[src/include/execPort_consts.svh]
`ifndef EXEC_PORT_CONSTS_SVH
`define EXEC_PORT_CONSTS_SVH

// ------------------------------
// widths and sizes
// ------------------------------
`define EXEC_DATA_W     32
`define EXEC_TAG_W      6
`define EXEC_NUM_REGS   64
`define EXEC_IQ_DEPTH   8
`define EXEC_OP_W       3
`define EXEC_DIV_STEPS  32

// ------------------------------
// micro-op opcodes
// ------------------------------
`define OP_ADDI  3'd0
`define OP_ADD   3'd1
`define OP_SUB   3'd2
`define OP_AND   3'd3
`define OP_XOR   3'd4
`define OP_DIVU  3'd5
`define OP_REMU  3'd6

`endif

[src/design/execPkg.sv]
`include "execPort_consts.svh"

package execPkg;

    // ------------------------------
    // datapath
    // ------------------------------
    typedef logic [`EXEC_DATA_W-1:0] dataT;
    typedef logic [`EXEC_TAG_W-1:0]  tagT;   // physical register tag
    typedef logic [`EXEC_OP_W-1:0]   opcodeT;

    // ------------------------------
    // issue queue bookkeeping
    // ------------------------------
    typedef logic [$clog2(`EXEC_IQ_DEPTH)-1:0] iqPtrT;

    // one extra bit so a full queue / full credit pool fits
    typedef logic [$clog2(`EXEC_IQ_DEPTH+1)-1:0] creditT;

    // ------------------------------
    // divider
    // ------------------------------
    typedef logic [$clog2(`EXEC_DIV_STEPS+1)-1:0] divCountT;

    typedef enum logic [1:0] {
        IDLE,   // waiting for a divide
        RUN,    // shift-subtract steps
        DONE    // result held until granted
    } divStateT;

endpackage

[src/design/execIssueIf.sv]
interface execIssueIf import execPkg::*;
();
    logic   valid;
    opcodeT op;
    tagT    dstTag;
    dataT   opA;
    dataT   opB;    // immediate for addi

    modport source (
        output valid, op, dstTag, opA, opB
    );

    modport sink (
        input valid, op, dstTag, opA, opB
    );

endinterface

[src/design/issueQueue.sv]
`include "execPort_consts.svh"

module issueQueue import execPkg::*;
(
    input  logic clk,
    input  logic reset,

    input  logic   dispValid,
    input  opcodeT dispOp,
    input  tagT    dispDst,
    input  tagT    dispSrcA,
    input  tagT    dispSrcB,
    input  dataT   dispImm,
    output logic   creditReturn,

    output tagT  rdAddrA,
    output tagT  rdAddrB,
    input  dataT rdDataA,
    input  dataT rdDataB,
    input  logic [`EXEC_NUM_REGS-1:0] srcReady,
    output logic clearValid,
    output tagT  clearTag,

    input  logic divBusy,
    execIssueIf.source issue
);

opcodeT qOp   [`EXEC_IQ_DEPTH];
tagT    qDst  [`EXEC_IQ_DEPTH];
tagT    qSrcA [`EXEC_IQ_DEPTH];
tagT    qSrcB [`EXEC_IQ_DEPTH];
dataT   qImm  [`EXEC_IQ_DEPTH];

iqPtrT  head, tail;     // depth is a power of two, pointers wrap on their own
creditT count;

logic   issueValid;
opcodeT issueOp;
tagT    issueDst;
dataT   issueA, issueB;

opcodeT headOp;
logic   headIsDiv, divInFlight, srcAReady, srcBReady, issueFire;

// ------------------------------
// head readiness
// ------------------------------
assign headOp    = qOp[head];
assign headIsDiv = (headOp == `OP_DIVU) || (headOp == `OP_REMU);
assign rdAddrA   = qSrcA[head];
assign rdAddrB   = qSrcB[head];
assign srcAReady = srcReady[qSrcA[head]];
assign srcBReady = (headOp == `OP_ADDI) || srcReady[qSrcB[head]];  // addi has no srcB

// divide still in our own issue register, divider has not seen it yet
assign divInFlight = issueValid && ((issueOp == `OP_DIVU) || (issueOp == `OP_REMU));

assign issueFire = (count != '0) && srcAReady && srcBReady
                && !(headIsDiv && (divBusy || divInFlight));

// destination goes not-ready as soon as the uop is accepted
assign clearValid = dispValid;
assign clearTag   = dispDst;

always_ff @(posedge clk) begin
    if (dispValid) begin
        qOp[tail]   <= dispOp;
        qDst[tail]  <= dispDst;
        qSrcA[tail] <= dispSrcA;
        qSrcB[tail] <= dispSrcB;
        qImm[tail]  <= dispImm;
    end
end

always_ff @(posedge clk) begin
    if (reset) begin
        head       <= '0;
        tail       <= '0;
        count      <= '0;
        issueValid <= 1'b0;
    end else begin
        if (dispValid) tail <= tail + 1'b1;
        if (issueFire) head <= head + 1'b1;
        count      <= count + creditT'(dispValid) - creditT'(issueFire);
        issueValid <= issueFire;
    end
end

always_ff @(posedge clk) begin
    if (issueFire) begin
        issueOp  <= headOp;
        issueDst <= qDst[head];
        issueA   <= rdDataA;
        issueB   <= (headOp == `OP_ADDI) ? qImm[head] : rdDataB;
    end
end

assign issue.valid  = issueValid;
assign issue.op     = issueOp;
assign issue.dstTag = issueDst;
assign issue.opA    = issueA;
assign issue.opB    = issueB;
assign creditReturn = issueValid;   // entry left the queue

noPushWhenFull: assert property (@(posedge clk) disable iff (reset)
    dispValid |-> count < creditT'(`EXEC_IQ_DEPTH));

noDstTagZero: assert property (@(posedge clk) disable iff (reset)
    dispValid |-> dispDst != '0);

endmodule

[src/flat_wrapper.sv]
// flat-port wrapper written by rule: the top's interface ports become plain ports
module issueQueue_flat import execPkg::*;
  (clk, reset, dispValid, dispOp, dispDst, dispSrcA, dispSrcB, dispImm, creditReturn, rdAddrA, rdAddrB, rdDataA, rdDataB, srcReady, clearValid, clearTag, divBusy, issue_valid, issue_op, issue_dstTag, issue_opA, issue_opB);
  execIssueIf issue_i ();
  input  logic clk;
  input  logic reset;
  input  logic dispValid;
  input  opcodeT dispOp;
  input  tagT dispDst;
  input  tagT dispSrcA;
  input  tagT dispSrcB;
  input  dataT dispImm;
  output logic creditReturn;
  output tagT rdAddrA;
  output tagT rdAddrB;
  input  dataT rdDataA;
  input  dataT rdDataB;
  input  logic [`EXEC_NUM_REGS-1:0] srcReady;
  output logic clearValid;
  output tagT clearTag;
  input  logic divBusy;
  output wire logic [$bits(issue_i.valid)-1:0] issue_valid;
  output wire logic [$bits(issue_i.op)-1:0] issue_op;
  output wire logic [$bits(issue_i.dstTag)-1:0] issue_dstTag;
  output wire logic [$bits(issue_i.opA)-1:0] issue_opA;
  output wire logic [$bits(issue_i.opB)-1:0] issue_opB;
  assign issue_valid = issue_i.valid;
  assign issue_op = issue_i.op;
  assign issue_dstTag = issue_i.dstTag;
  assign issue_opA = issue_i.opA;
  assign issue_opB = issue_i.opB;
  issueQueue u_core (.clk(clk), .reset(reset), .dispValid(dispValid), .dispOp(dispOp), .dispDst(dispDst), .dispSrcA(dispSrcA), .dispSrcB(dispSrcB), .dispImm(dispImm), .creditReturn(creditReturn), .rdAddrA(rdAddrA), .rdAddrB(rdAddrB), .rdDataA(rdDataA), .rdDataB(rdDataB), .srcReady(srcReady), .clearValid(clearValid), .clearTag(clearTag), .divBusy(divBusy), .issue(issue_i));
endmodule
[config.mk]
export PLATFORM = sky130hd
export DESIGN_NAME = issueQueue_flat
export DESIGN_NICKNAME = d
export VERILOG_FILES = /design/src/design/execPkg.sv /design/src/design/execIssueIf.sv /design/src/design/issueQueue.sv /design/src/flat_wrapper.sv
export VERILOG_INCLUDE_DIRS = /design/src /design/src/include
export SDC_FILE = /design/constraint.sdc
export NUM_CORES = 1
export LEC_CHECK = 0
export ABC_CLOCK_PERIOD_IN_PS = 7000
export BUFFER_PORTS_ARGS = -buffer_cell sky130_fd_sc_hd__buf_2
export CAP_MARGIN = 20
export CORE_AREA = 2 2 207 209
export CTS_CLUSTER_SIZE = 20
export DETAILED_ROUTE_END_ITERATION = 6
export DIE_AREA = 0 0 209 211
export PLACE_DENSITY = 0.7
export SYNTH_ARGS = -nofsm -noshare
export SYNTH_HDL_FRONTEND = slang
export SYNTH_SLANG_ARGS = --single-unit
export TNS_END_PERCENT = 1
[constraint.sdc]
create_clock -name clk -period 7 [get_ports clk]
set_clock_uncertainty 0.2 [all_clocks]
set_input_delay 0 -clock clk [delete_from_list [all_inputs] [get_ports clk]]
set_output_delay 0 -clock clk [all_outputs]
set_load 0.01 [all_outputs]
# After elaboration in Yosys (flattened, before gate mapping)
# Memories as Yosys holds them, arrays and structs flattened. A register that Yosys moved wholly into a read port is not among the register bits.
# Cells that the tools add are included.
# totals
reg_bits,78
ram_bits,424
inputBits,185
output_inout_bits,94
wordCells,49
n_memories,5
# classes
n_addsub,4
magnitude_cmp,2
eq_ne,4
n_mux,15
reduce_logical,12
# memory_table
memory,depth,word_bits,rd,rd_clocked_by_memory_dff,write_ports,line_no,text
u_core.qImm,8,32,1,1,1,issueQueue.sv:32,dataT qImm [`EXEC_IQ_DEPTH];
u_core.qDst,8,6,1,1,1,issueQueue.sv:29,tagT qDst [`EXEC_IQ_DEPTH];
u_core.qSrcA,8,6,1,1,1,issueQueue.sv:30,tagT qSrcA [`EXEC_IQ_DEPTH];
u_core.qSrcB,8,6,1,1,1,issueQueue.sv:31,tagT qSrcB [`EXEC_IQ_DEPTH];
u_core.qOp,8,3,1,1,1,issueQueue.sv:28,opcodeT qOp [`EXEC_IQ_DEPTH];
# op_table
cell,n
$mux 32,1
$mux 3,8
$lt 6x7->1 const B,2
$bmux 1 s6,2
$eq 3x3->1 const B,4
$add 3x1->3 const B,2
$logic_and 1x1->1,5
$add 4x1->4,1
$logic_or 1x1->1,4
$mux 1,4
$reduce_bool 4->1,1
$sub 4x1->4,1
$logic_not 3->1,1
$logic_not 1->1,1

# Logic depth before layout (Yosys ltp)
# Gate-level depths: netlist of run 1.
# depth
word_depth,9
ltp_mapped,18
depth_no_buf,14

# Worst setup path after synthesis of run 1
# No wires, ideal clock.
# synth_timing
kind,flip-flop to flip-flop
from,register (tool-made name)
to,register u_core.count[2]
setup_ps,128
arrival_time_ps,4893
required_time_ps,6672
path_slack_ps,1780
stages_incl_launch_ff,16
n_path_buf,2
synth_period_minus_slack_ps,5220
path_cell_list,dfxtp_1 buf_6 mux4_2 mux2_2 buf_6 and2_4 a22oi_2 a211oi_1 or4_4 a32oi_4 xor2_1 ha_1 inv_1 fa_1 xor2_1 nor2_1
# synth_lines
element,line_no,text
end signal: assignment,issueQueue.sv:84,count <= count + creditT'(dispValid) - creditT'(issueFire);
end: declaration,issueQueue.sv:35,creditT count;

==> results of run 1 <==
worst register-to-register path: cells and delay by family, from the launching register on:
| kind | cells | cell delay [ps] |
|---|---|---|
| adders and majority gates | 2 | 690 |
| buffers and inverters | 3 | 1040 |
| muxes | 2 | 730 |
| AOI/OAI and AO/OA | 4 | 1250 |
| and+or+nand+nor | 3 | 780 |
| DFF | 1 | 930 |
| xor gates and xnor gates | 1 | 210 |
layout make-up:
type                       count  area [um^2]
tap                          539          674
fill                        2955        15900
clock inverter                29          193
multi-input combinational    443         5230
inverter                      15         56.3
clock buffer                  62         1320
timing repair buffer         455         3180
sequential                   511        15200
layer usage:
metal	vias up	share of wire, %	global-route usage [%]
met3	64	6.0	3.57
met5	-	0.016	0
met1	5812	42	27.2
met2	414	50	34.0
li1	5120	-	-
met4	2	2.0	6.70
worst min-delay path by stage:
stage	start	endpoint	slack (ps)
3_3_place_gp	rdDataA[15]	u_core.issue.opA[15]$_DFFE_PP_	-20
3_5_place_dp	rdDataA[11]	u_core.issue.opA[11]$_DFFE_PP_	-20
5_1_grt	dispImm[17]	u_core.qImm[5][17]$_DFFE_PP_	30
2_1_floorplan	reset	u_core.count[0]$_SDFF_PP0_	-130
6_report	dispImm[17]	u_core.qImm[5][17]$_DFFE_PP_	20
4_1_cts	rdDataB[0]	u_core.issue.opB[0]$_DFFE_PP_	0.08
power by group through the flow:
stage | combinational [uW] | sequential, uW | clock, uW
global placement | 1840 | 3870 | 0
global route | 2110 | 3840 | 2650
CTS | 1960 | 3810 | 2540
detailed placement | 1880 | 3880 | 0
finish | 1950 | 3810 | 2480
floorplan | 1280 | 3920 | 0
kinds of logic (layout without fill, tap and decap cells):
group | Yosys count | after routing | share of synthesized area [%]
adder cells (fa/ha/maj) | 7 | 7 | 0.458
buffers and inverters | 72 | 561 | 1.84
AND/OR/NAND/NOR | 117 | 117 | 2.66
multiplexers | 228 | 228 | 18.6
XOR/XNOR | 8 | 8 | 0.338
AO/OA/AOI/OAI | 83 | 83 | 2.81
flip-flops | 511 | 511 | 73.3
sequential cells by signal (all words and copies together), names as in the netlist, 3 cells and up, named ones only:
register and count:
u_core.issue.op 3, u_core.qSrcB 48, u_core.qDst 48, u_core.qOp 24
u_core.qImm 256, u_core.count 4, u_core.qSrcA 48, u_core.issue.opA 32
u_core.head 3, u_core.issue.dstTag 6, u_core.issue.opB 32, u_core.tail 3
cells in the mapped netlist, drive strengths merged:
cell type	number
a21oi	6
o22ai	3
nor2	32
xor2	5
a211oi	2
a32oi	4
o211ai	2
fa	1
a21o	2
or3b	1
o32ai	1
nor3b	5
clkbuf	19
buf	38
edfxtp	497
and2	4
a221oi	4
or4	1
nand2	46
o31ai	2
mux4	121
or4bb	1
xnor2	3
nor3	6
dfxtp	14
or3	1
a31o	6
nand2b	7
a31oi	1
a22oi	9
inv	15
nor2b	6
nand4b	1
a21boi	1
mux2	20
ha	6
nand3	3
a2111oi	1
a22o	1
nand3b	3
o21ai	38
mux2i	87
cells in the final DEF, fill, tap and decap left out, types with 4 or more instances in the layout:
cell | netlist | routed
o21ai_0 | 38 | 38
dlygate4sd3_1 | 0 | 157
buf_2 | 9 | 278
ha_1 | 6 | 6
nor2_1 | 32 | 26
nor2_4 | 0 | 6
nor3_1 | 6 | 4
buf_4 | 11 | 16
mux4_2 | 118 | 118
a21oi_1 | 6 | 6
inv_1 | 13 | 13
edfxtp_1 | 497 | 497
nand2_1 | 46 | 46
dfxtp_1 | 14 | 11
clkinv_2 | 0 | 14
nor3b_1 | 5 | 5
a22oi_1 | 8 | 8
clkbuf_16 | 0 | 51
mux2_2 | 18 | 18
clkinv_1 | 0 | 10
nand2b_1 | 7 | 7
xor2_1 | 5 | 5
mux2i_1 | 85 | 85
clkbuf_1 | 19 | 11
nor2b_1 | 6 | 6
per-stage QoR:
step / setup WS (ps) / instances
final: 1050 / 2054
after global routing: 737 / 2054
after CTS: 985 / 2050
after detailed placement: 1480 / 1802
after global placement: 1660 / 1802
after floorplan: 1780 / 1026
==> results.cfg, run 1 <==
[status]
status = completed

[setup_path]
max_stage_delay_ps = 930
cpLargestDelayFamily = compound AO/OA/AOI/OAI gates
worstPathArrival_ps = 6220
crit_cells = 15
r2r_slack_ps = 1050
crit_chain = mux2_2 -> o22ai_1 -> a221oi_4 -> mux4_2 -> nor2b_1 -> a2111oi_0 -> or4_4 -> a32oi_4 -> buf_4 -> xor2_1 -> ha_1 -> inv_1 -> fa_1 -> nor2_1 -> dlygate4sd3_1
timing.rr.end = u_core.count[1]$_SDFF_PP0_
critPathMaxFanout = 60
end_kind = flip-flop
cp_slowest_cell = dfxtp_4
critPathBufInv = 3
start_kind = flip-flop
crit_path_end = u_core.count[1]$_SDFF_PP0_
cp.required_ps = 7270
crit_type = flip-flop to flip-flop
ff2ff_path_depth = 15

[cells_and_area]
fin_nets = 1667
num_antenna_cells = 0
area_growth_syn_to_layout_pct = 24.6
drive_gt1_share_pct = 35.2
final_area_mm2 = 0.0259
fin_util_pct = 61.9

[pwr]
ir_drop_uv = 231
leakagePower_uw = 0.00892
pwr-share-clk_pct = 30.1
power_frac_seq_pct = 46.2
finalPower_uw = 8240
swShare_pct = 27.0
p_switching_uw = 2230
powerDensity_mw_per_mm2 = 319
internal_power_uw = 6020
p_comb_share_pct = 23.6

[timing]
max_slew_margin_pct = 21.8
slew_violations = 0
max_freq_ghz = 0.168
rsz0062_at_grt = no
finalCritPeriodShare_pct = 85.0
setup_viol = 0
tightest_slew_ps = 1170
fin_setup_tns_ps = 0
finalHoldViolCount = 0
timing.hold.ws_ps = 20.3
final.min_clock_period_ps = 5950

[floorplanning]
die_x_um = 209
die_y_um = 211
pin_count = 279
die-area_mm2 = 0.0441
num_rows = 75
core_area_mm2 = 0.0418
initial_core_util_pct = 49.7

[clock_network]
clk_pin_slew_ps = 60
clock_path_buffers = 3
clk_latency_ps = 590
clock-sinks = 511
cts-root-buf = clkbuf_16
cts_resized = 0
numCtsBuffers = 49
h-tree-depth = 2
cts_setup_buffers = 0
cts_hold_buf = 157
cts_tree = yes

[global_route]
grt_first_pass_wirelength_mm = 67.1
track_usage_pct = 20.3
grt.overflow.total = 0
grt_max_degree = 66
grt_pass1_vias = 11600
antenna_found_initial = 1

[synthesis]
synth_top_area_share_pct = 71.9
avgSynthCellArea_um2 = 20.2
synth_largest_area_cell = edfxtp_1
netlist_instances = 1026
ys_top_cells_by_area = edfxtp_1 72%, mux4_2 13%, mux2i_1 4.1%, dfxtp_1 1.4%, mux2_2 0.98%
synth_seq_cells = 511
ys_seq_area_share_pct = 73.3
synth_nets = 1218
syn_area_mm2 = 0.0208
ys_warn_count = 0
ys_types = 56

[placement]
place_area_mm2 = 0.0227
dp_hpwl_mm = 25.6
globalplace.congestion = 0.858
io_buffer_count = 278

[routing]
ant_nets = 0
wire_per_inst_um = 21.6
drc = 0
dr_total_vias = 11400
drtIter0Drc = 680
drt-total-wl_mm = 44.5
viasPerCell = 5.56
first_pass_iters = 5

[job]
cap_violations = 0

[min_path]
hold_depth = 2
hold_path_class = primary input to flip-flop
No activity file was read; power rests on OpenSTA's default activity.
==> inputs of run 2 (changes only) <==
ABC_AREA = 1   (was not set)
ABC_CLOCK_PERIOD_IN_PS = 6200   (was 7000)
CORE_AREA = 2 2 210 212   (was 2 2 207 209)
DIE_AREA = 0 0 212 214   (was 0 0 209 211)
clock period = 6.2 ns   (was 7 ns; I/O delays follow)
==> run 2 against run 1 <==
  * Register-to-register slack worse by 340 ps
  * Count of clock-buffer cells in the layout is 4 higher
  * Non-clock buffer count is 7 lower
  * Combinational power is 36% higher
  * Core utilization is 1.4 points lower
  * Critical path depth is 2 higher
  * Largest cell class unchanged
  * Largest power group unchanged
==> results.cfg, run 2 <==
[timing]
fin_setup_tns_ps = 0
finalCritPeriodShare_pct = 88.5
setup_viol = 0
max_freq_ghz = 0.182
tightest_slew_ps = 1110
rsz0062_at_grt = no
max_slew_margin_pct = 26.1
timing.hold.ws_ps = 38.1
finalHoldViolCount = 0
final.min_clock_period_ps = 5490
slew_violations = 0

[clock_network]
h-tree-depth = 2
clock_path_buffers = 3
numCtsBuffers = 48
clk_latency_ps = 560
clk_pin_slew_ps = 60
cts_tree = yes
cts-root-buf = clkbuf_16
clock-sinks = 511

[setup_path]
cpLargestDelayFamily = buffers and inverters
cp.required_ps = 6500
crit_chain = buf_4 -> o21ai_0 -> o221ai_1 -> o21ai_0 -> nand2_1 -> nor2_4 -> inv_2 -> nand3_2 -> nand2_4 -> nor2_4 -> inv_2 -> nand2_2 -> ha_1 -> inv_1 -> fa_1 -> nor2_1 -> dlygate4sd3_1
end_kind = flip-flop
max_stage_delay_ps = 780
crit_cells = 17
critPathBufInv = 5
critPathMaxFanout = 73
worstPathArrival_ps = 5790
cp_slowest_cell = buf_4
crit_type = flip-flop to flip-flop
start_kind = flip-flop
ff2ff_path_depth = 17

[min_path]
hold_path_class = primary input to flip-flop
hold_depth = 2

[synthesis]
ys_warn_count = 0
ys_seq_area_share_pct = 71.5
synth_largest_area_cell = edfxtp_1
synth_commonest_cells = 497 x edfxtp_1, 271 x nand2_1, 193 x nand3_1
synth_top_area_share_pct = 70.2
netlist_instances = 1664
synth-edff-count = 497
synth_nets = 1856
ys_top_cells_by_area = edfxtp_1 70%, nand2_1 4.8%, nand3_1 4.5%, mux2i_1 3.0%, o221ai_1 2.7%
ys_types = 38
avgSynthCellArea_um2 = 12.8
syn_area_mm2 = 0.0213
async_flop_share_pct = 0
synthFlopType = edfxtp_1
yosysMostFrequentCell = edfxtp_1
synth_seq_cells = 511

[floorplanning]
die_y_um = 214
die-area_mm2 = 0.0454
pin_count = 279
initial_core_util_pct = 49.6
num_rows = 76
core_area_mm2 = 0.0429
die_x_um = 212

[global_route]
track_usage_pct = 23.1
grt.overflow.total = 0
grt_first_pass_wirelength_mm = 81.4
grt_max_degree = 83
grt_pass1_vias = 14400
antenna_found_initial = 2

[placement]
dp_hpwl_mm = 30.5
globalplace.congestion = 0.898
io_buffer_count = 278

[cells_and_area]
fin_nets = 2250
nFillCells = 3274
layout_commonest_cell = edfxtp_1
largest_reg_flops = 256
layout_common_cells = 497 x edfxtp_1, 278 x buf_2, 270 x nand2_1
ff_latch_area_mm2 = 0.0152
largest_register = u_core.qImm
multiInputGateArea_mm2 = 0.00522
area_growth_syn_to_layout_pct = 22.1
drive_gt1_share_pct = 19.1

[routing]
first_pass_iters = 6
drtIter0Drc = 1851
dr_total_vias = 14800
drt-total-wl_mm = 53.8
wire_per_inst_um = 20.1
ant_nets = 0
drc = 0
viasPerCell = 5.53

[pwr]
finalPower_uw = 9790
powerDensity_mw_per_mm2 = 377
leakagePower_uw = 0.00957
ir_drop_uv = 266

[job]
cap_violations = 0

[status]
status = completed
==> run 2: cell count changes after synthesis, moves of 19 or more <==
cell      before  now
mux2i_1       85   64
o221ai_1       0   66
clkbuf_1      19   51
o21ai_0       38  115
nand2_1       46  271
mux4_2       118    0
inv_1         13   78
nand3b_1       3   22
nand3_1        3  193
nor2_1        32  147
==> run 2: path summary, 6_finish.rpt <==
path | start | end | slack (ps)
setup / recovery | flip-flop | u_core.count[1]$_SDFF_PP0_ | 710
hold reg to reg | u_core.tail[0]$_SDFFE_PP0P_ | u_core.tail[0]$_SDFFE_PP0P_ | 300
setup reg to reg | flip-flop | u_core.count[1]$_SDFF_PP0_ | 710
hold / removal | dispImm[27] | u_core.qImm[7][27]$_DFFE_PP_ | 40
==> run 2: power breakdown <==
part | switching, uW | leakage, uW | internal, uW
Sequential | 177 | 0.00464 | 4270
Combinational | 1780 | 0.00424 | 882
Clock | 1200 | 0.000686 | 1490
==> run 2: layer usage <==
metal | up-vias | wire length (um) | global-route usage [%]
met5 | - | 0 | 0
met2 | 653 | 25900 | 38.4
met1 | 7189 | 22700 | 32.0
li1 | 6867 | - | -
met4 | 0 | 1240 | 6.43
met3 | 105 | 3890 | 3.31
==> run 2: per-stage QoR <==
stage | area (um^2) | util (%) | cells | setup WS (ps)
after global routing | 26000 | 60.5 | 2680 | 323
final | 26000 | 60.5 | 2680 | 711
after detailed placement | 23000 | 53.7 | 2440 | 845
after CTS | 25900 | 60.5 | 2677 | 382
after global placement | 23000 | 53.7 | 2440 | 1030
after floorplan | 21300 | - | 1664 | 2330
==> run 2: kinds of logic (layout without fill, tap and decap cells) <==
| kind of cell | Yosys count | in the layout | synth area share [%] |
|---|---|---|---|
| flip-flops | 511 | 511 | 71.5 |
| multiplexers | 64 | 64 | 3.01 |
| adder cells (fa/ha/maj) | 7 | 7 | 0.447 |
| AO/OA/AOI/OAI | 237 | 237 | 7.17 |
| AND/OR/NAND/NOR | 652 | 653 | 13.5 |
| XOR/XNOR | 2 | 2 | 0.0824 |
| other | 0 | 2 | 0 |
| buffers and inverters | 191 | 619 | 4.25 |
==> run 2: final cells by class <==
cell class                 instances  area share, %
inverter                          86           1.28
antenna                            2         0.0193
clock inverter                    19          0.448
timing repair buffer             448           11.7
clock buffer                      66           4.97
tap                              585           2.82
sequential                       511           58.6
multi-input combinational        963           20.1
==> run 2: repair_timing <==
action | CTS | global route
resized for setup | 0 | 1
endpoints found under the setup margin | 0 | 1
buffers inserted | 0 | 0
hold endpoints to repair | 502 | 0
hold buffers | 152 | 0
==> run 2: worst register-to-register path, stage by stage (launching register included) <==
cell           delay [ps]
dfxtp_4               730
buf_4                 800
o21ai_0               320
o221ai_1              200
o21ai_0               150
nand2_1               270
nor2_4                190
inv_2                 640
nand3_2               290
nand2_4               180
nor2_4                 50
inv_2                  60
nand2_2                40
ha_1                  160
inv_1                  90
fa_1                  430
nor2_1                100
dlygate4sd3_1         540
==> inputs of run 3 (changes only) <==
RECOVER_POWER = 25   (was not set)
==> run 3 against run 2 <==
  * Core utilization is 0.10 points lower
  * Sequential power hardly changed
  * Clock power hardly changed
  * Register-to-register slack hardly changed
  * Count of clock-buffer cells in the layout stayed put
  * Combinational power hardly changed
  * Non-clock buffer count stayed put
  * Flip-flop and latch count stayed put
  * Die area stayed put
  * Cell area is 0.17% lower
  * Critical endpoint unchanged
  * Highest routed layer unchanged
==> results.cfg, run 3 (synthesis results as in run 2) <==
[setup_path]
crit_type = flip-flop to flip-flop
critPathMaxFanout = 73
worstPathArrival_ps = 5780
start_kind = flip-flop
cp.required_ps = 6500
end_kind = flip-flop
ff2ff_path_depth = 17

[placement]
globalplace.congestion = 0.898
io_buffer_count = 278
dp_hpwl_mm = 30.5

[clock_network]
clk_latency_ps = 560
cts_tree = yes
clk_pin_slew_ps = 60
cts-root-buf = clkbuf_16
clock_path_buffers = 3
clock-sinks = 511
h-tree-depth = 2
numCtsBuffers = 48

[timing]
max_freq_ghz = 0.182
final.min_clock_period_ps = 5480
slew_violations = 0
setup_viol = 0
finalHoldViolCount = 0
rsz0062_at_grt = no
tightest_slew_ps = 1110
max_slew_margin_pct = 26.1
fin_setup_tns_ps = 0
finalCritPeriodShare_pct = 88.4

[routing]
drtIter0Drc = 1828
dr_total_vias = 14800
ant_nets = 0
drt-total-wl_mm = 53.8
drc = 0
first_pass_iters = 7
viasPerCell = 5.51
wire_per_inst_um = 20.1

[floorplanning]
initial_core_util_pct = 49.6
die_x_um = 212
num_rows = 76
core_area_mm2 = 0.0429
pin_count = 279
die_y_um = 214
die-area_mm2 = 0.0454

[global_route]
grt.overflow.total = 0
antenna_found_initial = 2
track_usage_pct = 23.1
grt_first_pass_wirelength_mm = 81.4
grt_pass1_vias = 14400
grt_max_degree = 83

[pwr]
leakagePower_uw = 0.00947
finalPower_uw = 9790
ir_drop_uv = 265
powerDensity_mw_per_mm2 = 378

[cells_and_area]
largest_register = u_core.qImm
largest_reg_flops = 256
fin_util_pct = 60.4
area_growth_syn_to_layout_pct = 21.9
drive_gt1_share_pct = 17.3
layout_commonest_cell = edfxtp_1
layout_common_cells = 497 x edfxtp_1, 270 x nand2_1, 242 x buf_2
fin_nets = 2250

[min_path]
hold_path_class = primary input to flip-flop
hold_depth = 4

[status]
status = completed

[job]
cap_violations = 0
run 3: layout make-up:
| class | count | area [um^2] |
|---|---|---|
| Inverter | 86 | 332 |
| Timing Repair Buffer | 448 | 3000 |
| Clock inverter | 19 | 116 |
| Clock buffer | 66 | 1290 |
| Multi-Input combinational cell | 963 | 5220 |
| Tap cell | 585 | 732 |
| Sequential cell | 511 | 15200 |
| Fill cell | 3291 | 17000 |
| Antenna cell | 2 | 5.00 |
run 3: routing by layer:
metal / part of all wire (%) / global-route usage (%) / routed length, um
met1: 42 / 32.0 / 22700
met5: 0 / 0 / 0
met4: 2.2 / 6.43 / 1210
met3: 7.3 / 3.31 / 3910
met2: 48 / 38.4 / 26000
run 3: what timing repair did:
action,in CTS,in global routing
hold buffers,152,0
hold endpoints to repair,502,0
resized for setup,0,1
setup endpoints to repair,0,1
buffers inserted,0,0
run 3: critical path, cell delays in order, from the launching register on:
cell and delay, ps:
dfxtp_4 730, buf_4 780, o21ai_0 230, o221ai_1 200, o21ai_0 140, nand2_1 270, nor2_4 190, inv_2 620
nand3_2 280, nand2_4 180, nor2_4 50, inv_2 60, nand2_2 40, ha_1 160, inv_1 90, fa_1 430
nor2_1 100, dlygate4sd3_1 540
run 3: worst paths after layout:
check / startpoint / endpoint / slack, ps
worst max-delay path: flip-flop / u_core.count[1]$_SDFF_PP0_ / 720
worst max register to register: flip-flop / u_core.count[1]$_SDFF_PP0_ / 720
worst min-delay path: rdDataB[28] / u_core.issue.opB[28]$_DFFE_PP_ / 50
worst min register to register: u_core.tail[0]$_SDFFE_PP0P_ / u_core.tail[0]$_SDFFE_PP0P_ / 310
run 3: power by group:
group | switching [uW] | leakage, uW | total (uW) | internal (uW)
Combinational | 1780 | 0.00414 | 2660 | 879
Clock | 1200 | 0.000686 | 2690 | 1490
Sequential | 177 | 0.00464 | 4440 | 4270
run 3: per-stage QoR:
step	setup slack [ps]	hold slack, ps	area (um^2)	cells
5_1_grt	323	50.6	25900	2680
4_1_cts	382	20.9	25900	2677
3_3_place_gp	1030	-22.8	23000	2440
2_1_floorplan	2330	-133	21300	1664
3_5_place_dp	845	-21.9	23000	2440
6_report	718	46.7	25900	2680
