**src/include/execPort_consts.svh**
```systemverilog
`ifndef EXEC_PORT_CONSTS_SVH
`define EXEC_PORT_CONSTS_SVH

// ------------------------------
// widths and sizes
// ------------------------------
`define EXEC_DATA_W     32
`define EXEC_TAG_W      6
`define EXEC_NUM_REGS   64
`define EXEC_IQ_DEPTH   8
`define EXEC_OP_W       3
`define EXEC_DIV_STEPS  32

// ------------------------------
// micro-op opcodes
// ------------------------------
`define OP_ADDI  3'd0
`define OP_ADD   3'd1
`define OP_SUB   3'd2
`define OP_AND   3'd3
`define OP_XOR   3'd4
`define OP_DIVU  3'd5
`define OP_REMU  3'd6

`endif

```
**src/design/execPkg.sv**
```systemverilog
`include "execPort_consts.svh"

package execPkg;

    // ------------------------------
    // datapath
    // ------------------------------
    typedef logic [`EXEC_DATA_W-1:0] dataT;
    typedef logic [`EXEC_TAG_W-1:0]  tagT;   // physical register tag
    typedef logic [`EXEC_OP_W-1:0]   opcodeT;

    // ------------------------------
    // issue queue bookkeeping
    // ------------------------------
    typedef logic [$clog2(`EXEC_IQ_DEPTH)-1:0] iqPtrT;

    // one extra bit so a full queue / full credit pool fits
    typedef logic [$clog2(`EXEC_IQ_DEPTH+1)-1:0] creditT;

    // ------------------------------
    // divider
    // ------------------------------
    typedef logic [$clog2(`EXEC_DIV_STEPS+1)-1:0] divCountT;

    typedef enum logic [1:0] {
        IDLE,   // waiting for a divide
        RUN,    // shift-subtract steps
        DONE    // result held until granted
    } divStateT;

endpackage

```
**src/design/execIssueIf.sv**
```systemverilog
interface execIssueIf import execPkg::*;
();
    logic   valid;
    opcodeT op;
    tagT    dstTag;
    dataT   opA;
    dataT   opB;    // immediate for addi

    modport source (
        output valid, op, dstTag, opA, opB
    );

    modport sink (
        input valid, op, dstTag, opA, opB
    );

endinterface

```
**src/design/divider.sv**
```systemverilog
`include "execPort_consts.svh"

module divider import execPkg::*;
(
    input  logic clk,
    input  logic reset,

    execIssueIf.sink issue,

    output logic divBusy,
    output logic divValid,
    output tagT  divTag,
    output dataT divResult,
    input  logic divGrant
);

divStateT state;
divCountT count;

dataT quo;      // dividend shifts out, quotient shifts in
dataT rem;
dataT divisor;
tagT  tag;
logic wantRem;

logic isDivOp;
logic [`EXEC_DATA_W:0] partial;
logic takeIt;

assign isDivOp = (issue.op == `OP_DIVU) || (issue.op == `OP_REMU);

// ------------------------------
// one restoring step per cycle
// ------------------------------
assign partial = {rem, quo[`EXEC_DATA_W-1]};
assign takeIt  = partial >= {1'b0, divisor};
// divisor of zero always subtracts: quotient all ones, remainder = dividend

always_ff @(posedge clk) begin
    if (reset) begin
        state <= IDLE;
        count <= '0;
    end else begin
        case (state)
            IDLE: if (issue.valid && isDivOp) begin
                state <= RUN;
                count <= '0;
            end
            RUN: begin
                count <= count + 1'b1;
                if (count == divCountT'(`EXEC_DIV_STEPS - 1)) state <= DONE;
            end
            DONE: if (divGrant) state <= IDLE;
            default: state <= IDLE;
        endcase
    end
end

always_ff @(posedge clk) begin
    if (state == IDLE && issue.valid && isDivOp) begin
        quo     <= issue.opA;
        rem     <= '0;
        divisor <= issue.opB;
        tag     <= issue.dstTag;
        wantRem <= issue.op == `OP_REMU;
    end else if (state == RUN) begin
        quo <= {quo[`EXEC_DATA_W-2:0], takeIt};
        rem <= takeIt ? dataT'(partial - {1'b0, divisor}) : dataT'(partial);
    end
end

assign divBusy   = state != IDLE;   // capture through grant
assign divValid  = state == DONE;
assign divTag    = tag;
assign divResult = wantRem ? rem : quo;

// queue gating must keep a second divide away until the grant
noDivWhileBusy: assert property (@(posedge clk) disable iff (reset)
    (issue.valid && isDivOp) |-> !divBusy);

endmodule

```
**src/flat_wrapper.sv**
```systemverilog
// flat-port wrapper written by rule: the top's interface ports become plain ports
module divider_flat import execPkg::*;
  (clk, reset, divBusy, divValid, divTag, divResult, divGrant, issue_valid, issue_op, issue_dstTag, issue_opA, issue_opB);
  execIssueIf issue_i ();
  input  logic clk;
  input  logic reset;
  output logic divBusy;
  output logic divValid;
  output tagT divTag;
  output dataT divResult;
  input  logic divGrant;
  input wire logic [$bits(issue_i.valid)-1:0] issue_valid;
  input wire logic [$bits(issue_i.op)-1:0] issue_op;
  input wire logic [$bits(issue_i.dstTag)-1:0] issue_dstTag;
  input wire logic [$bits(issue_i.opA)-1:0] issue_opA;
  input wire logic [$bits(issue_i.opB)-1:0] issue_opB;
  assign issue_i.valid = issue_valid;
  assign issue_i.op = issue_op;
  assign issue_i.dstTag = issue_dstTag;
  assign issue_i.opA = issue_opA;
  assign issue_i.opB = issue_opB;
  divider u_core (.clk(clk), .reset(reset), .issue(issue_i), .divBusy(divBusy), .divValid(divValid), .divTag(divTag), .divResult(divResult), .divGrant(divGrant));
endmodule
```
**config.mk**
```make
export PLATFORM = sky130hd
export DESIGN_NAME = divider_flat
export DESIGN_NICKNAME = d
export VERILOG_FILES = /design/src/design/execPkg.sv /design/src/design/execIssueIf.sv /design/src/design/divider.sv /design/src/flat_wrapper.sv
export VERILOG_INCLUDE_DIRS = /design/src /design/src/include
export SDC_FILE = /design/constraint.sdc
export NUM_CORES = 1
export LEC_CHECK = 0
export BUFFER_PORTS_ARGS = -buffer_cell sky130_fd_sc_hd__buf_2
export CAP_MARGIN = 0
export CORE_ASPECT_RATIO = 2
export CORE_MARGIN = 2
export CORE_UTILIZATION = 50
export CTS_CLUSTER_DIAMETER = 120
export CTS_CLUSTER_SIZE = 20
export DETAILED_ROUTE_END_ITERATION = 10
export PLACE_DENSITY = 0.73
export SLEW_MARGIN = 20
export SYNTH_ARGS = -nofsm -noshare
export SYNTH_HDL_FRONTEND = slang
export SYNTH_SLANG_ARGS = --single-unit
```
**constraint.sdc**
```tcl
create_clock -name clk -period 4.8 [get_ports clk]
set_clock_uncertainty 0.2 [all_clocks]
set_input_delay 0 -clock clk [delete_from_list [all_inputs] [get_ports clk]]
set_output_delay 0 -clock clk [all_outputs]
set_load 0.1 [all_outputs]
```
## Word-level counts from Yosys, hierarchy flattened

Index checks and enable logic that the tools add are counted.

| storage, ports and cells | value |
|---|---|
| flip-flop bits (word level) | 111 |
| latch bits | 0 |
| memory bits (writable) | 0 |
| bits in read-only memories | 0 |
| bits of input ports | 77 |
| output and inout bits | 40 |
| word-level logic and storage cells | 38 |
| memories kept | 0 |

| operators by class | value |
|---|---|
| add/sub/neg operators | 2 |
| $mul | 0 |
| div/mod/pow operators | 0 |
| magnitude comparators | 1 |
| equality and inequality tests | 8 |
| shifts and indexed selects | 0 |
| multiplexer cells | 10 |
| bitwise operators | 0 |
| reductions and logical operators | 10 |

Operators with widths:

| operator | count |
|---|---|
| two-way mux 32 bit | 4 |
| greater-or-equal comparator 33 x 32 -> 1 bit | 1 |
| subtractor 32 bit | 1 |
| case mux 6 bit (2 select lines) | 1 |
| adder 6 x 1 -> 6 bit, second input constant | 1 |
| equality test 3 bit, second input constant | 2 |
| equality test 6 x 5 -> 1 bit, second input constant | 1 |
| two-way mux 2 bit | 3 |
| two-way mux 6 bit | 1 |
| != test 2 x 1 -> 1 bit, second input constant | 3 |
| case mux 2 bit (3 select lines) | 1 |
| nonzero test 2 bit | 3 |
| logical AND 1 bit | 3 |
| AND reduction 3 bit | 1 |
| equality test 2 x 1 -> 1 bit, second input constant | 1 |
| equality test 2 bit, second input constant | 1 |
| logical NOT 2 bit | 1 |
| AND reduction 2 bit | 1 |
| logical OR 1 bit | 1 |

## Logic depth before layout (Yosys ltp)

Gate-level depths: netlist of the first run.

| depth | value |
|---|---|
| depth after elaboration | 5 |
| mapped depth | 12 |

## Least setup slack after synthesis of the first run

No wires, ideal clock.

| path | value |
|---|---|
| path type | register to register |
| from | reg u_core.state[1] |
| to | reg u_core.tag[0] (netlist: u_core.divTag[0]), enable pin |
| setup time | 419 ps |
| arrival | 2852 ps |
| setup slack | 1329 ps |
| stages on the path, launching flop included | 6 |
| buffers on the path | 2 |
| cells stage by stage | dfxtp_1 > or2_2 > or3_1 > clkbuf_1 > clkinv_1 > clkbuf_1 |

| on the way | value |
|---|---|
| longest elaborated chain between the ends | 3 |

RTL lines:

| what | line | RTL |
|---|---|---|
| start, declared | divider.sv:17 | `divStateT state;` |
| start signal, assigned | divider.sv:41 | `state <= IDLE;` |
| start signal, assigned | divider.sv:46 | `state <= RUN;` |
| start signal, assigned | divider.sv:51 | `` if (count == divCountT'(`EXEC_DIV_STEPS - 1)) state <= DONE; `` |
| logical NOT 2 bit | divider.sv:60 | `if (state == IDLE && issue.valid && isDivOp) begin` |
| logical AND 1 bit (2 in a row) | divider.sv:60 |  |
| end signal, assigned | divider.sv:64 | `tag <= issue.dstTag;` |
| end, declared | divider.sv:23 | `tagT tag;` |

Every way passes these cells.
A chain may end at the register's enable or synchronous reset.

## Worst setup path after layout of the first run

| path | value |
|---|---|
| from | reg u_core.quo[31] |
| to | reg u_core.rem[28] |

| on the way | value |
|---|---|
| longest elaborated chain between the ends | 2 |
| elaborated cells on any way between the ends | 3 |
| those cells by class | add/sub (1); order compare (1); mux (1) |

RTL lines:

| what | line | RTL |
|---|---|---|
| start, declared | divider.sv:20 | `dataT quo;` |
| start signal, assigned | divider.sv:61 | `quo <= issue.opA;` |
| start signal, assigned | divider.sv:67 | `` quo <= {quo[`EXEC_DATA_W-2:0], takeIt}; `` |
| subtractor 32 bit / greater-or-equal comparator 33 x 32 -> 1 bit (equally long branches) | divider.sv:68, divider.sv:36 |  |
| two-way mux 32 bit (*) | divider.sv:68 | `rem <= takeIt ? dataT'(partial - {1'b0, divisor}) : dataT'(partial);` |
| end signal, assigned | divider.sv:68 |  |
| end, declared | divider.sv:21 | `dataT rem;` |

Every way passes the cells marked *; elsewhere a longest branch is shown, timed or not.

==> results.sh, run 1 <==
export IMPL_crit_fanout=3
export IMPL_worst_slack_ps=1360
export IMPL_synth_edf_count=71
export IMPL_combPwrFrac=0.530
export IMPL_irDropWorstVdd_uv=347
export IMPL_dpl_cell_area_um2=7240
export IMPL_hpwl_um=12200
export IMPL_port_buffers=116
export IMPL_overflow=0
export IMPL_seq_power_share=0.299
export IMPL_report_final_slew_viol_count=0
export IMPL_ys_ff_latch=111
export IMPL_min_from="issue_opB[2]"
export IMPL_period_share=0.717
export IMPL_internal_power_mw=2.42
export IMPL_antenna_found_initial=0
export IMPL_hold_viol_final=0
export IMPL_crit_type="reg2reg"
export IMPL_hold_class="in2reg"
export IMPL_clkTransAtPathRegs_ps=80
export IMPL_grt_max_degree=72
export IMPL_cts_buffers=9
export IMPL_power_leakage_nw=3.62
export IMPL_cts_root_buf="clkbuf_16"
export IMPL_setup_viol=0
export IMPL_avgSynthCellArea_um2=9.59
export IMPL_final_core_util=0.641
export IMPL_ant_nets=0
export IMPL_htreeDepth=3
export IMPL_cp_arrival_ps=3470
export IMPL_dieArea_um2=14100
export IMPL_synth_distinct_cells=65
export IMPL_grt_pass1_vias=6011
export IMPL_reg2reg_depth=12
export IMPL_diodes=0
export IMPL_pin_count=117
export IMPL_relSlewSlack=0.448
export IMPL_dpl_worst_slack_ps=1490
export IMPL_synthCells=684
export IMPL_final_nets=971
export IMPL_cts_sinks=111
export IMPL_drc=0
export IMPL_cts_tree="done"
export IMPL_dp_cells=927
export IMPL_clk_latency_ps=370
export IMPL_path_cells="inv_1, ha_1, inv_1, fa_1, a21o_1, a31oi_1, nor3_1, nor2_1, o31ai_1, a211oi_1, xor2_1, o21ai_0"
export IMPL_fmax_ghz=0.291
export IMPL_start_util=0.508
export IMPL_min_period_ps=3440
export IMPL_die_x_um=85.0
export IMPL_status="complete, no violations"
export IMPL_required_ps=4830
export IMPL_fin_tns_setup_ps=0
export IMPL_endpoint_kind="flip-flop"
export IMPL_power_frac_clock=0.171
export IMPL_cp_start_kind="flip-flop"
export IMPL_crit_path_max_incr_delay_ps=420
export IMPL_drive_gt1_frac=0.215
export IMPL_drv_cap=0
export IMPL_synth_async_reset_ratio=0
export IMPL_final_cell_area_um2=8290
export IMPL_power_density_nw_per_um2=546
export IMPL_r2r_setup_slack_ps=1360
export IMPL_n_fill_cell=1052
export IMPL_holdPathEnd="u_core.divisor[2]"
export IMPL_wirelength_um=17500
export IMPL_cpMostUsedCell="inv_1"
export IMPL_p_sw_frac=0.466
export IMPL_worst_slew_pin_slew_ps=829
export IMPL_dr_pass1_iters=5
export IMPL_p_switching_mw=2.11
export IMPL_synth_main_ff_cell="edfxtp_1"
export IMPL_drt_initial_drc_count=252
export IMPL_synth_nets=795
export IMPL_rows=59
export IMPL_reg2reg_to="u_core.rem[28]"
export IMPL_syn_area_um2=6560
export IMPL_syn_to_final_growth_pct=26.4
export IMPL_reg2reg_from="u_core.quo[31]"
export IMPL_yosysSeqAreaShare=0.447
export IMPL_slowest_stage="fa_1"
export IMPL_grt_pass1_wl_um=28300
export IMPL_cts_hold_repair_buffers=74
export IMPL_cts_path_max_buffers=2
export IMPL_fin_cells=1017
export IMPL_grt_use_total=0.250
export IMPL_cts_setup_buffers=0
export IMPL_cts_resized=0
export IMPL_num_vias=5735
export IMPL_coreArea_um2=12900
export IMPL_rsz0062_at_grt="no"
export IMPL_drt_wirelength_per_cell_um=17.3
export IMPL_yosys_warnings=0
export IMPL_whs_path_depth=2
export IMPL_die_y_um=166
export IMPL_gp_congestion=0.904
export IMPL_via_per_inst=5.64
[power by group through the flow]
stage	registers [mW]	clock network, mW	logic (mW)
after global routing	1.37	0.812	2.58
final	1.35	0.772	2.40
after global placement	1.36	0	2.29
after detailed placement	1.37	0	2.32
after CTS	1.35	0.785	2.39
after floorplan	1.32	0	1.93
[metal layers]
metal | part of all wire | GRT usage | routed length, µm
met1 | 0.37 | 0.266 | 6530
met2 | 0.55 | 0.469 | 9730
met3 | 0.036 | 0.0378 | 637
met4 | 0.037 | 0.115 | 653
met5 | 0 | 0 | 0
[Yosys cell counts, types with 21 or more instances]
library cell | instances | share of area
ha_1 | 33 | 0.063
dfxtp_1 | 40 | 0.12
edfxtp_1 | 71 | 0.33
mux2i_1 | 22 | 0.034
mux2_2 | 31 | 0.053
inv_1 | 38 | 0.022
o21ai_0 | 28 | 0.021
a21oi_1 | 24 | 0.018
nor2_1 | 36 | 0.021
o21ai_1 | 21 | 0.016
clkbuf_1 | 25 | 0.014
nand2_1 | 131 | 0.075
nand3_1 | 23 | 0.018
[cell families after synthesis]
| group | synth area share |
|---|---|
| and+or+nand+nor | 0.154 |
| AOI/OAI and AO/OA | 0.163 |
| DFF | 0.447 |
| buffers and inverters | 0.0452 |
| muxes | 0.0868 |
| adders and majority gates | 0.0660 |
| xor gates and xnor gates | 0.0374 |
[state kept, by name (all words and copies together) (netlist names)]
| register | cells |
|---|---|
| u_core.rem | 32 |
| u_core.wantRem | 1 |
| u_core.divTag | 6 |
| u_core.quo | 32 |
| u_core.count | 6 |
| u_core.divisor | 32 |
| u_core.state | 2 |
[cells in the final DEF, fill, tap and decap left out, drive strengths merged, types with 6 or more instances in the layout]
cell type,Yosys,layout
buf,8,124
o21ai,50,50
dfxtp,40,40
and3,8,8
ha,33,33
nand3,23,23
o21a,6,6
xor2,12,12
dlygate4sd3,0,74
a211oi,6,6
a32oi,9,9
edfxtp,71,71
nor3,7,7
o211ai,6,6
xnor2,16,16
a31oi,9,9
clkbuf,25,10
a21oi,27,27
nand4,6,6
a21o,12,12
inv,38,43
mux2i,22,22
nor2,36,36
nand2,132,132
mux2,31,31
[worst max-delay path: cells and delay by family (launching register included)]
family                     cells  cell delay (ps)
xor gates and xnor gates       1              180
DFF                            1              390
adders and majority gates      2              570
and+or+nand+nor                2              440
buffers and inverters          2              180
AOI/OAI and AO/OA              5             1340
[how the worst max path moves through the flow]
stage	start	end	slack, ps
6_report	u_core.quo[31]	u_core.rem[28]	1360
3_5_place_dp	u_core.divisor[18]	u_core.rem[24]	1490
3_3_place_gp	u_core.quo[31]	u_core.rem[24]	1570
5_1_grt	u_core.divisor[18]	u_core.rem[30]	1250
4_1_cts	u_core.divisor[4]	u_core.rem[29]	1450
2_1_floorplan	u_core.state[1]	u_core.divTag[0]	1330
[stage by stage]
| step | power, mW | hold WS, ps |
|---|---|---|
| after global routing | 4.77 | 138 |
| after global placement | 3.65 | -23.6 |
| final | 4.52 | 138 |
| after detailed placement | 3.69 | -21.9 |
| after floorplan | 3.25 | -101 |
| after CTS | 4.52 | 130 |
[layout make-up]
type	instances	area, µm²	share of cell area
Clock buffer	10	239	0.0288
Clock inverter	6	70.1	0.00846
Inverter	39	146	0.0177
Multi-Input combinational cell	501	3330	0.401
Sequential cell	111	2930	0.354
Tap cell	152	190	0.0230
Timing Repair Buffer	198	1380	0.167
No activity file was read; power rests on OpenSTA's default activity.
==> inputs of run 2 (changes only) <==
--- a/config.mk
+++ b/config.mk
@@ -14,7 +14,7 @@
 export CTS_CLUSTER_DIAMETER = 120
 export CTS_CLUSTER_SIZE = 20
 export DETAILED_ROUTE_END_ITERATION = 10
-export PLACE_DENSITY = 0.73
+export PLACE_DENSITY = 0.75
 export SLEW_MARGIN = 20
 export SYNTH_ARGS = -nofsm -noshare
 export SYNTH_HDL_FRONTEND = slang
==> constraint.sdc (replaced) <==
create_clock -name clk -period 2.9 [get_ports clk]
set_clock_uncertainty 0.2 [all_clocks]
set_input_delay 0 -clock clk [delete_from_list [all_inputs] [get_ports clk]]
set_output_delay 0 -clock clk [all_outputs]
set_load 0.1 [all_outputs]
==> run 2 against run 1 <==
The run now ends with setup timing left. Highest routed layer unchanged. Clock-buffer cell count is the same. Setup slack lost 1400 ps. Combinational power grew 110%. Critical path depth shrank 1.
==> results.sh, run 2 (synthesized netlist as in run 1, its figures left out) <==
export IMPL_met3_length_um=988
export IMPL_die_y_um=166
export IMPL_rsz0062_at_grt="yes"
export IMPL_cts_root_buf="clkbuf_16"
export IMPL_path_buf_inv=2
export IMPL_whs_path_depth=2
export IMPL_cp_start_kind="flip-flop"
export IMPL_drv_cap=0
export IMPL_syn_to_final_growth_pct=37.0
export IMPL_final_core_util=0.695
export IMPL_fin_tns_setup_ps=-241
export IMPL_path_cells="inv_2, ha_4, a21oi_4, o211ai_1, a2111o_1, a211o_1, a31oi_4, o21ai_4, buf_12, mux2i_4, o21ai_0"
export IMPL_final_nets=1026
export IMPL_power_density_nw_per_um2=954
export IMPL_grt_pass1_wl_um=30600
export IMPL_reg2reg_from="u_core.divisor[8]"
export IMPL_dieArea_um2=14100
export IMPL_reg_largest_list="u_core.divisor (32), u_core.quo (32), u_core.rem (32)"
export IMPL_grt_use_total=0.270
export IMPL_clk_latency_ps=360
export IMPL_violations="setup timing"
export IMPL_drive_gt1_frac=0.290
export IMPL_worst_slew_pin_slew_ps=717
export IMPL_report_final_slew_viol_count=0
export IMPL_final_cell_area_um2=8980
export IMPL_crit_fanout=6
export IMPL_num_vias=6126
export IMPL_dr_pass1_iters=7
export IMPL_met1_length_um=6760
export IMPL_setup_viol=13
export IMPL_period_share=1.01
export IMPL_start_util=0.508
export IMPL_required_ps=2980
export IMPL_combPwrFrac=0.587
export IMPL_gp_congestion=1.00
export IMPL_min_from="issue_opB[7]"
export IMPL_coreArea_um2=12900
export IMPL_endpoint_kind="flip-flop"
export IMPL_status="finished with violations"
export IMPL_hold_class="in2reg"
export IMPL_seq_power_share=0.262
export IMPL_ant_nets=0
export IMPL_internal_power_mw=4.73
export IMPL_slowest_stage="a2111o_1"
export IMPL_cts_buffers=9
export IMPL_drt_wirelength_per_cell_um=18.1
export IMPL_cp_arrival_ps=3020
export IMPL_overflow=0
export IMPL_crit_type="reg2reg"
export IMPL_power_leakage_nw=3.90
export IMPL_r2r_setup_slack_ps=-40
export IMPL_clkTransAtPathRegs_ps=80
export IMPL_grt_pass1_vias=6385
export IMPL_p_sw_frac=0.447
export IMPL_dr_wl_met2_um=10800
export IMPL_dpl_cell_area_um2=7620
export IMPL_die_x_um=85.0
export IMPL_min_period_ps=2940
export IMPL_power_frac_clock=0.151
export IMPL_grt_max_degree=72
export IMPL_irDropWorstVdd_uv=701
export IMPL_p_switching_mw=3.83
export IMPL_fmax_ghz=0.340
export IMPL_critPathTopFamily="compound AO/OA/AOI/OAI gates"
export IMPL_pin_count=117
export IMPL_final_cell_mix="nand2_1 (130), buf_2 (116), dlygate4sd3_1 (74), edfxtp_1 (71), buf_4 (56)"
export IMPL_cts_path_max_buffers=2
export IMPL_port_buffers=116
export IMPL_reg2reg_to="u_core.rem[1]"
export IMPL_crit_path_max_incr_delay_ps=460
export IMPL_rows=59
export IMPL_hold_viol_final=0
export IMPL_cts_sinks=111
export IMPL_top_layer_used="met4"
export IMPL_cts_tree="done"
export IMPL_wirelength_um=19400
export IMPL_worst_slack_ps=-40.5
export IMPL_diodes=0
export IMPL_holdPathEnd="u_core.divisor[7]"
export IMPL_finalPower_mw=8.56
export IMPL_htreeDepth=3
export IMPL_via_per_inst=5.71
export IMPL_antenna_found_initial=0
export IMPL_drt_initial_drc_count=380
export IMPL_hpwl_um=12900
export IMPL_drc=0
export IMPL_final_common_cell="nand2_1"
export IMPL_reg2reg_depth=11
export IMPL_relSlewSlack=0.522
-- run 2: power groups by stage --
stage | registers, mW | logic [mW] | clock network [mW]
after floorplan | 2.18 | 3.20 | 0
after global placement | 2.23 | 4.28 | 0
after detailed placement | 2.25 | 4.36 | 0
after CTS | 2.22 | 4.53 | 1.30
after global routing | 2.27 | 5.34 | 1.36
final | 2.24 | 5.03 | 1.29
-- run 2: layer usage --
| metal | vias up | global-route usage |
|---|---|---|
| li1 | 2908 | - |
| met4 | 0 | 0.125 |
| met1 | 2901 | 0.283 |
| met2 | 244 | 0.510 |
| met3 | 73 | 0.0417 |
| met5 | - | 0 |
-- run 2: how the worst max path moves through the flow --
stage,startpoint,end,slack (ps),cells past startpoint
2_1_floorplan,u_core.state[0],u_core.count[3],20,7
3_3_place_gp,u_core.quo[31],u_core.rem[12],-70,13
3_5_place_dp,u_core.divisor[8],u_core.rem[21],-110,11
4_1_cts,u_core.divisor[8],u_core.rem[21],5,11
5_1_grt,u_core.divisor[6],u_core.rem[17],-150,11
6_report,u_core.divisor[8],u_core.rem[1],-40,11
-- run 2: metrics by stage --
stage          instances  hold slack (ps)  setup WS, ps
2_1_floorplan        684             -101          17.7
3_3_place_gp         972            -22.8         -74.4
3_5_place_dp         972            -21.9          -106
4_1_cts             1063              132          4.55
5_1_grt             1072              142          -147
6_report            1072              140         -40.5
-- run 2: timing repair --
action	CTS	global route
setup endpoints to repair	32	33
resized for setup	5	38
cloned	0	2
endpoints found under the hold margin	79	0
pin swaps	5	21
hold buffers	74	0
setup buffers	1	7
-- run 2: final cells by class --
type / instances / area, µm²
tap: 152 / 190
clock inverter: 6 / 78.8
inverter: 39 / 150
sequential: 111 / 2930
multi-input combinational: 501 / 3520
fill: 948 / 3940
timing repair buffer: 253 / 1870
clock buffer: 10 / 229
==> inputs of run 3 (changes only) <==
--- a/config.mk
+++ b/config.mk
@@ -15,6 +15,7 @@
 export CTS_CLUSTER_SIZE = 20
 export DETAILED_ROUTE_END_ITERATION = 10
 export PLACE_DENSITY = 0.75
+export RECOVER_POWER = 25
 export SLEW_MARGIN = 20
 export SYNTH_ARGS = -nofsm -noshare
 export SYNTH_HDL_FRONTEND = slang
==> run 3 against run 2 <==
Register-to-register slack worse by 30 ps. Clock-buffer cell count stayed put. Sequential share of layout area is essentially flat. Critical path type unchanged. Setup slack lost 26 ps. Total power shrank 0.11%. Via count rose by 0.60%. Sequential power hardly changed. Highest routed layer unchanged. Worst hold slack improved by 1.5 ps. Critical endpoint is now u_core.rem[20]. Routed wire length decreased by 0.28%. Final area decreased by 0.14%. The run still ends with setup timing left. Non-clock buffer count did not move.
==> results.sh, run 3 (synthesized netlist as in run 1, its figures left out) <==
export IMPL_combPwrFrac=0.587
export IMPL_setup_viol=21
export IMPL_relSlewSlack=0.220
export IMPL_grt_pass1_vias=6385
export IMPL_die_x_um=85.0
export IMPL_drive_gt1_frac=0.279
export IMPL_violations="setup timing"
export IMPL_cts_path_max_buffers=2
export IMPL_reg_largest_list="u_core.divisor (32), u_core.quo (32), u_core.rem (32)"
export IMPL_drv_cap=0
export IMPL_status="finished with violations"
export IMPL_grt_max_degree=72
export IMPL_slowest_stage="a2111o_1"
export IMPL_grt_pass1_wl_um=30600
export IMPL_pin_count=117
export IMPL_final_nets=1026
export IMPL_drt_wirelength_per_cell_um=18.0
export IMPL_min_period_ps=2970
export IMPL_final_cell_mix="nand2_1 (130), buf_2 (106), dlygate4sd3_1 (74), edfxtp_1 (71), buf_4 (56)"
export IMPL_fin_cells=1072
export IMPL_grt_use_total=0.270
export IMPL_drt_initial_drc_count=349
export IMPL_htreeDepth=3
export IMPL_diodes=0
export IMPL_cp_start_kind="flip-flop"
export IMPL_multi_input_area_um2=3520
export IMPL_worst_slack_ps=-66.6
export IMPL_n_fill_cell=956
export IMPL_period_share=1.02
export IMPL_hold_viol_final=0
export IMPL_clk_latency_ps=360
export IMPL_top_layer_used="met4"
export IMPL_worst_slew_pin_slew_ps=1180
export IMPL_drc=0
export IMPL_hpwl_um=12900
export IMPL_wirelength_um=19300
export IMPL_hold_class="in2reg"
export IMPL_rows=59
export IMPL_crit_type="reg2reg"
export IMPL_overflow=0
export IMPL_power_density_nw_per_um2=954
export IMPL_num_vias=6163
export IMPL_crit_path_max_incr_delay_ps=460
export IMPL_via_per_inst=5.75
export IMPL_met1_length_um=6770
export IMPL_port_buffers=116
export IMPL_syn_to_final_growth_pct=36.8
export IMPL_cp_arrival_ps=2980
export IMPL_ant_nets=0
export IMPL_power_frac_clock=0.150
export IMPL_critPathTopFamily="compound AO/OA/AOI/OAI gates"
export IMPL_coreArea_um2=12900
export IMPL_antenna_found_initial=0
export IMPL_path_cells="inv_2, ha_4, a21oi_4, o211ai_1, a2111o_1, a211o_1, a31oi_4, o21ai_4, clkbuf_16, mux2i_1, o21ai_1"
export IMPL_dr_pass1_iters=7
export IMPL_endpoint_kind="flip-flop"
export IMPL_irDropWorstVdd_uv=701
export IMPL_dr_wl_met2_um=10800
export IMPL_seq_power_share=0.262
export IMPL_cts_buffers=9
export IMPL_crit_fanout=5
export IMPL_clkTransAtPathRegs_ps=80
export IMPL_dp_cells=972
export IMPL_cts_sinks=111
export IMPL_report_final_slew_viol_count=0
export IMPL_final_cell_area_um2=8970
export IMPL_p_switching_mw=3.82
export IMPL_power_leakage_nw=3.87
export IMPL_final_common_cell="nand2_1"
export IMPL_p_sw_frac=0.447
export IMPL_dpl_cell_area_um2=7620
export IMPL_dieArea_um2=14100
export IMPL_rsz0062_at_grt="yes"
export IMPL_path_buf_inv=2
export IMPL_internal_power_mw=4.73
export IMPL_die_y_um=166
export IMPL_cts_tree="done"
export IMPL_fmax_ghz=0.337
export IMPL_start_util=0.508
export IMPL_cts_root_buf="clkbuf_16"
export IMPL_required_ps=2910
export IMPL_met3_length_um=908
export IMPL_gp_congestion=1.00
export IMPL_regArea_um2=2930
run 3: cell count changes in the layout (fill, tap and decap cells not counted):
cell / delta
buf_2: -10
clkbuf_1: +10
run 3: metrics by stage:
step | worst slack, ps | hold slack (ps) | utilization | TNS (ps) | power [mW]
3_3_place_gp | -74.4 | -22.8 | 0.590 | -82.2 | 6.51
5_1_grt | -147 | 142 | 0.694 | -3360 | 8.97
3_5_place_dp | -106 | -21.9 | 0.590 | -347 | 6.60
6_report | -66.6 | 141 | 0.694 | -554 | 8.55
2_1_floorplan | 17.7 | -101 | - | 0 | 5.38
4_1_cts | 4.55 | 132 | 0.675 | 0 | 8.05
run 3: final cells by class:
| class | count | share of cell area |
|---|---|---|
| Tap cell | 152 | 0.0212 |
| Multi-Input combinational cell | 501 | 0.393 |
| Inverter | 39 | 0.0167 |
| Timing Repair Buffer | 253 | 0.208 |
| Clock buffer | 10 | 0.0255 |
| Clock inverter | 6 | 0.00879 |
| Sequential cell | 111 | 0.327 |
run 3: final timing paths:
check,from,end,slack [ps],cells past startpoint
worst min-delay path,issue_opB[7],u_core.divisor[7],140,2
worst max register to register,u_core.divisor[8],u_core.rem[20],-70,11
worst min register to register,u_core.rem[14],u_core.rem[14],290,2
worst max-delay path,u_core.divisor[8],u_core.rem[20],-70,11
run 3: power by group through the flow:
stage	Clock, mW	Combinational [mW]	Sequential (mW)
floorplan	0	3.20	2.18
global placement	0	4.28	2.23
detailed placement	0	4.36	2.25
CTS	1.30	4.53	2.22
global route	1.36	5.34	2.27
finish	1.29	5.02	2.24
run 3: per-layer routing:
metal / global-route usage / vias to the layer above
li1: - / 2909
met1: 0.283 / 2920
met2: 0.510 / 252
met3: 0.0417 / 82
met4: 0.125 / 0
met5: 0 / -
run 3: repair_timing:
action / 4_1_cts / 5_1_grt
endpoints found under the hold margin: 79 / 0
hold buffers: 74 / 0
resized for setup: 5 / 38
buffers inserted: 1 / 7
endpoints found under the setup margin: 32 / 33
cloned: 0 / 2
pin swaps: 5 / 21
run 3: worst reg2reg max path: stages, from the launching register on:
cell       delay, ps
edfxtp_1         380
inv_2             80
ha_4             210
a21oi_4          170
o211ai_1         130
a2111o_1         460
a211o_1          330
a31oi_4          260
o21ai_4          140
clkbuf_16        210
mux2i_1          160
o21ai_1           70
